[config.mk]
export PLATFORM = sky130hd
export DESIGN_NAME = vlane_dpath
export DESIGN_NICKNAME = d
export VERILOG_FILES = /design/src/vlane_pkg.sv /design/src/vlane_operand_issue.sv /design/src/vlane_execute.sv /design/src/vlane_load_writeback.sv /design/src/vlane_dpath.sv
export VERILOG_INCLUDE_DIRS = /design/src
export SDC_FILE = /design/constraint.sdc
export NUM_CORES = 2
export LEC_CHECK = 0
export BUFFER_PORTS_ARGS = -buffer_cell sky130_fd_sc_hd__buf_2
export CORE_ASPECT_RATIO = 2
export CORE_MARGIN = 5
export CORE_UTILIZATION = 30
export CTS_CLUSTER_SIZE = 10
export DETAILED_ROUTE_END_ITERATION = 7
export SETUP_SLACK_MARGIN = 0.5
export SYNTH_ARGS = -nofsm -noshare
export SYNTH_HDL_FRONTEND = slang
export SYNTH_SLANG_ARGS = --single-unit
[constraint.sdc]
create_clock -name clk -period 39.1 [get_ports clk]
set_input_delay 3.91 -clock clk [delete_from_list [all_inputs] [get_ports clk]]
set_output_delay 3.91 -clock clk [all_outputs]
set_load 0.005 [all_outputs]
[src/vlane_params.svh]
// Widths and lane count for the four-lane vector datapath
// Shared by the type package and every datapath block

`ifndef VLANE_PARAMS_SVH
`define VLANE_PARAMS_SVH

// ------------------------------
// Lane geometry
// ------------------------------

// One lane word
`define VLANE_XLEN 32

// Lanes in one vector with lane 0 in the low bits
`define VLANE_LANES 4

// ------------------------------
// Register addressing
// ------------------------------

// Destination register number
`define VLANE_REG_AW 5

`endif

[src/vlane_pkg.sv]
// Types for the vector lane datapath
// Lane vectors, select encodings and the control that rides with each operation

`include "vlane_params.svh"

package vlane_pkg;

  typedef logic [`VLANE_XLEN-1:0] word_t;
  typedef logic [`VLANE_LANES*`VLANE_XLEN-1:0] vec_t;
  typedef logic [`VLANE_REG_AW-1:0] reg_addr_t;

  // ------------------------------
  // Select and function encodings
  // ------------------------------

  typedef enum logic [3:0] {
    ALU_ADD, ALU_SUB, ALU_SLL, ALU_SLT, ALU_SLTU,
    ALU_XOR, ALU_SRL, ALU_SRA, ALU_OR, ALU_AND
  } alu_fn_e;

  // Scalar is broadcast to every lane
  typedef enum logic [1:0] {OP_VEC, OP_SCALAR, OP_ZERO} op_sel_e;

  typedef enum logic [2:0] {LD_W, LD_B, LD_BU, LD_H, LD_HU} load_type_e;

  typedef enum logic {WB_ALU, WB_MEM} wb_sel_e;

  // ------------------------------
  // Control words
  // ------------------------------

  // Everything one operation needs as sampled at issue
  typedef struct packed {
    op_sel_e    op0_sel;
    op_sel_e    op1_sel;
    alu_fn_e    alu_fn;
    load_type_e load_type;
    wb_sel_e    wb_sel;
    logic       wen;
    reg_addr_t  waddr;
  } issue_ctrl_t;

  // Operand selects and ALU function are spent by the end of X
  typedef struct packed {
    load_type_e load_type;
    wb_sel_e    wb_sel;
    logic       wen;
    reg_addr_t  waddr;
  } stage_ctrl_t;

endpackage

[src/vlane_operand_issue.sv]
// Operand issue for the vector lanes
// Picks each operand from the lane vector, a broadcast scalar or zero, then registers into X

`timescale 1ns/1ps

`include "vlane_params.svh"

module vlane_operand_issue
  import vlane_pkg::*;
(
  input  logic        clk,
  input  logic        reset,
  input  logic        stall,

  input  issue_ctrl_t issue,
  input  vec_t        vsrc0,
  input  vec_t        vsrc1,
  input  word_t       scalar,

  output vec_t        x_op0,
  output vec_t        x_op1,
  output vec_t        x_store_data,
  output issue_ctrl_t x_ctrl
);

  vec_t op0_d;
  vec_t op1_d;

  // ------------------------------
  // Operand select
  // ------------------------------

  function automatic vec_t pick_operand(op_sel_e sel, vec_t lane_vec, word_t bcast);
    vec_t result;
    case (sel)
      OP_VEC:    result = lane_vec;
      OP_SCALAR: result = {`VLANE_LANES{bcast}};
      default:   result = '0;
    endcase
    return result;
  endfunction

  assign op0_d = pick_operand(issue.op0_sel, vsrc0, scalar);
  assign op1_d = pick_operand(issue.op1_sel, vsrc1, scalar);

  // ------------------------------
  // X <- D
  // ------------------------------

  // Store data is always the second source vector
  always_ff @(posedge clk) begin
    if (!stall) begin
      x_op0        <= op0_d;
      x_op1        <= op1_d;
      x_store_data <= vsrc1;
    end
  end

  // Control into X with the write enable cleared on reset
  always_ff @(posedge clk) begin
    if (reset) begin
      x_ctrl.wen <= 1'b0;
    end else if (!stall) begin
      x_ctrl <= issue;
    end
  end

endmodule

[src/vlane_execute.sv]
// Execute stage for the vector lanes
// One ALU per lane, memory request out of X, and the X-to-M register

`timescale 1ns/1ps

`include "vlane_params.svh"

module vlane_execute
  import vlane_pkg::*;
(
  input  logic        clk,
  input  logic        reset,
  input  logic        stall,

  input  vec_t        x_op0,
  input  vec_t        x_op1,
  input  vec_t        x_store_data,
  input  issue_ctrl_t x_ctrl,

  // Request leaves while the operation sits in X
  output vec_t        dmem_addr,
  output vec_t        dmem_store_data,

  output vec_t        m_alu_out,
  output stage_ctrl_t m_ctrl
);

  vec_t        alu_out;
  stage_ctrl_t x_stage_ctrl;

  // ------------------------------
  // Lane ALU
  // ------------------------------

  function automatic word_t lane_alu(alu_fn_e fn, word_t a, word_t b);
    logic [4:0] shamt;
    word_t      result;
    shamt = b[4:0];
    case (fn)
      ALU_ADD:  result = a + b;
      ALU_SUB:  result = a - b;
      ALU_SLL:  result = a << shamt;
      ALU_SLT:  result = word_t'($signed(a) < $signed(b));
      ALU_SLTU: result = word_t'(a < b);
      ALU_XOR:  result = a ^ b;
      ALU_SRL:  result = a >> shamt;
      ALU_SRA:  result = word_t'($signed(a) >>> shamt);
      ALU_OR:   result = a | b;
      ALU_AND:  result = a & b;
      default:  result = '0;
    endcase
    return result;
  endfunction

  // Every lane runs the same function on its own slice
  for (genvar lane = 0; lane < `VLANE_LANES; lane++) begin : g_lane
    word_t lane_a;
    word_t lane_b;

    assign lane_a = x_op0[lane*`VLANE_XLEN +: `VLANE_XLEN];
    assign lane_b = x_op1[lane*`VLANE_XLEN +: `VLANE_XLEN];

    assign alu_out[lane*`VLANE_XLEN +: `VLANE_XLEN] = lane_alu(x_ctrl.alu_fn, lane_a, lane_b);
  end

  // ------------------------------
  // Memory request
  // ------------------------------

  // Per-lane address is the lane's ALU result
  assign dmem_addr       = alu_out;
  assign dmem_store_data = x_store_data;

  // Drop the fields that are used up in X
  assign x_stage_ctrl = '{
    load_type: x_ctrl.load_type,
    wb_sel:    x_ctrl.wb_sel,
    wen:       x_ctrl.wen,
    waddr:     x_ctrl.waddr
  };

  // ------------------------------
  // M <- X
  // ------------------------------

  always_ff @(posedge clk) begin
    if (!stall) begin
      m_alu_out <= alu_out;
    end
  end

  always_ff @(posedge clk) begin
    if (reset) begin
      m_ctrl.wen <= 1'b0;
    end else if (!stall) begin
      m_ctrl <= x_stage_ctrl;
    end
  end

endmodule

[src/vlane_load_writeback.sv]
// Load extraction and writeback for the vector lanes
// Subword load per lane, ALU or memory select in M, then the X2, X3 and W registers

`timescale 1ns/1ps

`include "vlane_params.svh"

module vlane_load_writeback
  import vlane_pkg::*;
(
  input  logic        clk,
  input  logic        reset,
  input  logic        stall,

  input  vec_t        m_alu_out,
  input  stage_ctrl_t m_ctrl,
  // Response for the operation in M
  input  vec_t        dmem_resp_data,

  output logic        wb_en,
  output reg_addr_t   wb_addr,
  output vec_t        wb_data
);

  // X2, X3 and W in that order
  localparam int WB_STAGES = 3;

  vec_t load_data;
  vec_t m_wb_data;

  vec_t                 pipe_data  [WB_STAGES];
  reg_addr_t            pipe_waddr [WB_STAGES];
  logic [WB_STAGES-1:0] pipe_wen;

  // ------------------------------
  // Load extraction
  // ------------------------------

  function automatic word_t extract_load(load_type_e ltype, word_t raw);
    word_t result;
    case (ltype)
      LD_B:    result = {{(`VLANE_XLEN-8){raw[7]}}, raw[7:0]};
      LD_BU:   result = {{(`VLANE_XLEN-8){1'b0}}, raw[7:0]};
      LD_H:    result = {{(`VLANE_XLEN-16){raw[15]}}, raw[15:0]};
      LD_HU:   result = {{(`VLANE_XLEN-16){1'b0}}, raw[15:0]};
      default: result = raw;
    endcase
    return result;
  endfunction

  for (genvar lane = 0; lane < `VLANE_LANES; lane++) begin : g_lane
    assign load_data[lane*`VLANE_XLEN +: `VLANE_XLEN] =
      extract_load(m_ctrl.load_type, dmem_resp_data[lane*`VLANE_XLEN +: `VLANE_XLEN]);
  end

  // Writeback mux, same choice for all lanes
  assign m_wb_data = (m_ctrl.wb_sel == WB_MEM) ? load_data : m_alu_out;

  // ------------------------------
  // X2 <- M, X3 <- X2, W <- X3
  // ------------------------------

  always_ff @(posedge clk) begin
    if (!stall) begin
      pipe_data[0]  <= m_wb_data;
      pipe_waddr[0] <= m_ctrl.waddr;
      for (int s = 1; s < WB_STAGES; s++) begin
        pipe_data[s]  <= pipe_data[s-1];
        pipe_waddr[s] <= pipe_waddr[s-1];
      end
    end
  end

  // Write enables shift up one stage per edge
  always_ff @(posedge clk) begin
    if (reset) begin
      pipe_wen <= '0;
    end else if (!stall) begin
      pipe_wen <= {pipe_wen[WB_STAGES-2:0], m_ctrl.wen};
    end
  end

  // ------------------------------
  // Writeback outputs
  // ------------------------------

  assign wb_en   = pipe_wen[WB_STAGES-1];
  assign wb_addr = pipe_waddr[WB_STAGES-1];
  assign wb_data = pipe_data[WB_STAGES-1];

endmodule

[src/vlane_dpath.sv]
// Four-lane vector datapath top
// Operand issue, execute with memory request, then load and writeback

`timescale 1ns/1ps

module vlane_dpath
  import vlane_pkg::*;
(
  input  logic        clk,
  input  logic        reset,
  // Freezes every stage register
  input  logic        stall,

  input  issue_ctrl_t issue,
  input  vec_t        vsrc0,
  input  vec_t        vsrc1,
  input  word_t       scalar,

  output vec_t        dmem_addr,
  output vec_t        dmem_store_data,
  input  vec_t        dmem_resp_data,

  output logic        wb_en,
  output reg_addr_t   wb_addr,
  output vec_t        wb_data
);

  // X stage
  vec_t        x_op0;
  vec_t        x_op1;
  vec_t        x_store_data;
  issue_ctrl_t x_ctrl;

  // M stage
  vec_t        m_alu_out;
  stage_ctrl_t m_ctrl;

  vlane_operand_issue u_issue (
    .clk          (clk),
    .reset        (reset),
    .stall        (stall),
    .issue        (issue),
    .vsrc0        (vsrc0),
    .vsrc1        (vsrc1),
    .scalar       (scalar),
    .x_op0        (x_op0),
    .x_op1        (x_op1),
    .x_store_data (x_store_data),
    .x_ctrl       (x_ctrl)
  );

  vlane_execute u_execute (
    .clk             (clk),
    .reset           (reset),
    .stall           (stall),
    .x_op0           (x_op0),
    .x_op1           (x_op1),
    .x_store_data    (x_store_data),
    .x_ctrl          (x_ctrl),
    .dmem_addr       (dmem_addr),
    .dmem_store_data (dmem_store_data),
    .m_alu_out       (m_alu_out),
    .m_ctrl          (m_ctrl)
  );

  vlane_load_writeback u_load_wb (
    .clk            (clk),
    .reset          (reset),
    .stall          (stall),
    .m_alu_out      (m_alu_out),
    .m_ctrl         (m_ctrl),
    .dmem_resp_data (dmem_resp_data),
    .wb_en          (wb_en),
    .wb_addr        (wb_addr),
    .wb_data        (wb_data)
  );

endmodule

==> results_dict.tcl <==
set metrics [dict create \
    dp.cells 10400 \
    cp.depth 13 \
    synth-seq-cells 938 \
    synth_xor_xnor_area_share_pct 0.244 \
    worstReg2RegStart "u_issue.x_op1[2]" \
    critPathMaxFanout 40 \
    numCtsBuffers 110 \
    antenna_left 0 \
    min_to "u_load_wb.pipe_data[0][154]" \
    post_cts_buffers 0 \
    p_leak_uw 0.0306 \
    cts-root-buf "clkbuf_16" \
    power.density_mw_per_mm2 42.6 \
    hold_buffers 0 \
    hold_viol_final 0 \
    drtIter0Drc 6751 \
    path_cells "buf_4, inv_2, ha_1, nand3_1, a211oi_1, nor4bb_1, o21ai_1, o31ai_1, o31ai_1, a211oi_1, nor3_1, o21ai_0, buf_2" \
    violations "max-capacitance violations" \
    portBuffers 826 \
    slowest_stage "nor4bb_1" \
    worstSetupStartpointType "flip-flop" \
    worstPathBufferInverterCount 3 \
    cap_violations 1 \
    final_layout_size_suffix_gt1_share_pct 19.0 \
    synthCells 7104 \
    tns_ps 0 \
    path_class "reg -> out" \
    drc 0 \
    wirelength_um 353000 \
    initial_core_util_pct 30.2 \
    reg2reg_setup_slack_ps 33580 \
    slew_headroom_pct 0.234 \
    hold_start "u_load_wb.pipe_data[0][26]" \
    die_w_um 347 \
    final_core_util_pct 34.3 \
    grt_usage_pct 28.2 \
    timing.rr.end "u_execute.m_alu_out[30]" \
    layout_worst_path_cycle_share_pct 25.8 \
    dpl.hpwl_um 281000 \
    worst_slew_pin_slew_ps 1490 \
    totalPowerFinal_uw 3310 \
    clkLatencyLatePin_ps 820 \
    grt_max_degree 178 \
    r2r_cells 12 \
    yosys_warnings 0 \
    synthSimpleGateAreaFrac_pct 13.8 \
    ys.flop_type "edfxtp_1" \
    area.sequential_mm2 0.0281 \
    hold_path_class "reg -> reg" \
    cts-resized-gates 0 \
    die_area_mm2 0.238 \
    dieHeight_um 684 \
    period_needed_ps 10100 \
    arrival_ps 6190 \
    vias 62800 \
    grt-ovfl-total 0 \
    worstPathRequired_ps 35190 \
    synth_compound_area_share_pct 21.2 \
    gp_congestion 1.09 \
    clock-sinks 938 \
    finalClockSkew_ps 92.6 \
    fin_nets 8391 \
    slew_viol_final 0 \
    area_growth_pct 13.8 \
    num_io_pins 827 \
    synth_edf_count 933 \
    synth-seq-area-share_pct 41.2 \
    cts_tree "done" \
    multi_input_area_mm2 0.0358 \
    rsz0062_at_grt "false" \
    clkTransAtPathRegs_ps 50 \
    syn-num-nets 7937 \
    fin_cells 10600 \
    row_count 247 \
    synth-async-reset-ratio_pct 0 \
    antenna_found_initial 64 \
    fmaxAchievable_mhz 99.0 \
    yosysUniqueCellTypes 99 \
    muxShareOfSynthArea_pct 9.67 \
    whs_path_depth 0 \
    coreArea_mm2 0.226 \
    grt_first_pass_wirelength_um 482000 \
    firstDrtPassIters 7 \
    syn_avg_cell_area_um2 9.60 \
    status "finished with violations" \
    grt_pass1_vias 61400 \
    worst_path_largest_cell_delay_ps 810 \
    stdcell_area_mm2 0.0776 \
    cts_max_level 3 \
    yosys.area_share.adder_pct 7.35 \
    setup_violations 0 \
    synth_top_family_by_area "compound AO/OA/AOI/OAI gates" \
    nFillCells 23300 \
    syn_area_mm2 0.0682 \
    via_per_inst 5.91 \
    cp_top_family "compound AO/OA/AOI/OAI gates" \
    ir_drop_v 0.0000381 \
    detail_route.wl_per_cell_um 33.2 \
    cts_buffer_depth 3 \
    dpl-instance-area_mm2 0.0744 \
    crit_path_end_kind "output port" \
]
worst max path at each step:
stage / from / to / slack, ps
final: u_issue.x_op1[2] / dmem_addr[30] / 29000
after global routing: u_issue.x_op1[2] / dmem_addr[30] / 28710
after CTS: u_issue.x_op1[2] / dmem_addr[30] / 29200
after detailed placement: u_issue.x_op1[2] / dmem_addr[30] / 30020
after global placement: u_issue.x_op1[2] / dmem_addr[30] / 30010
after floorplan: stall / u_execute.m_alu_out[0] / 16260
cell families (layout without fill, tap and decap cells):
logic type,count (synthesis),after routing
AO/OA/AOI/OAI,2247,2247
AND/OR/NAND/NOR,2043,2043
XOR/XNOR,19,19
flip-flops,938,938
buffers and inverters,1021,1531
multiplexers,440,440
other,0,21
adder cells (fa/ha/maj),396,396
registers in the layout, summed over array words and instances, names as in the netlist:
signal	flops
u_load_wb.pipe_data	384
u_issue.x_op0	128
u_execute.m_ctrl	10
u_load_wb.pipe_wen	3
u_issue.x_ctrl	14
u_issue.x_op1	128
u_load_wb.pipe_waddr	15
u_issue.x_store_data	128
u_execute.m_alu_out	128
Yosys cell counts (all sizes together) (54+ instances only):
cell type    n  area, µm²
edfxtp     933      28000
a21oi      817       4090
nor2       717       2690
nand2      592       2220
o21ai      395       1980
ha         388       4850
inv        384       1440
clkbuf     348       1310
nand2b     317       1980
buf        288       1720
mux2i      180       1800
mux4       165       3720
a211oi     118        886
o211ai     112        846
nor3       103        521
mux2        95       1080
a21o        82        616
a221oi      75        657
nand3       72        360
o31ai       55        418
o22ai       54        338
routing by layer:
| metal | up-vias | share of wire [%] | global-route usage [%] |
|---|---|---|---|
| met2 | 3815 | 48 | 47.9 |
| met4 | 50 | 9.3 | 20.7 |
| met1 | 30600 | 35 | 31.6 |
| met3 | 1067 | 7.5 | 5.09 |
| li1 | 27200 | - | - |
| met5 | - | 0.093 | 0 |
power breakdown:
part	switching [µW]	internal (µW)	leakage [µW]
Clock	425	539	0.00154
Combinational	705	344	0.0199
Sequential	82.0	1210	0.00916
cell usage in the layout, fill, tap and decap left out, types with 19 or more instances in the layout:
master	Yosys	final
a31oi_1	48	48
mux2i_1	180	180
and3_1	22	22
o221ai_1	45	45
clkbuf_16	0	110
o31ai_1	54	54
diode_2	0	21
nand2_1	592	589
o21a_1	33	33
mux2_2	93	93
nor2b_1	30	30
edfxtp_1	933	933
buf_2	68	822
o22ai_1	54	54
nand3_1	72	72
or3_1	25	25
o2111ai_1	45	45
mux4_2	165	165
clkbuf_1	348	36
a221oi_1	75	75
and2_1	26	26
o21ai_0	388	388
a22oi_1	39	39
a211oi_1	118	118
a211o_1	29	29
or2_2	19	19
o211ai_1	111	111
a21o_1	82	82
nand4_1	30	30
nor4_1	38	38
o21bai_1	41	41
nor3_1	102	101
inv_1	375	373
ha_1	388	388
a21oi_1	816	816
buf_4	146	154
nor2_1	717	716
nand2b_1	317	316
a221o_1	41	41
area by class of cell:
cell class / instances / share of cell area (%)
clock inverter: 22 / 0.424
multi-input combinational: 5145 / 46.0
clock buffer: 146 / 3.72
inverter: 385 / 1.87
timing repair buffer: 978 / 6.84
sequential: 938 / 36.2
antenna: 21 / 0.0677
tap: 2988 / 4.82
worst reg2reg max path: cells and delay by family, from the launching register on:
kind                     cells  cell delay [ps]
adder cells (fa/ha/maj)      1              500
buffers and inverters        2              810
AO/OA/AOI/OAI                6             2490
flip-flops                   1              330
AND/OR/NAND/NOR              3             1090
metrics by stage:
stage	hold slack (ps)	worst slack, ps
CTS	413	29200
floorplan	400	16260
global route	419	28710
global placement	400	30010
detailed placement	405	30020
finish	414	29000
Power figures use the tool's default switching activity.
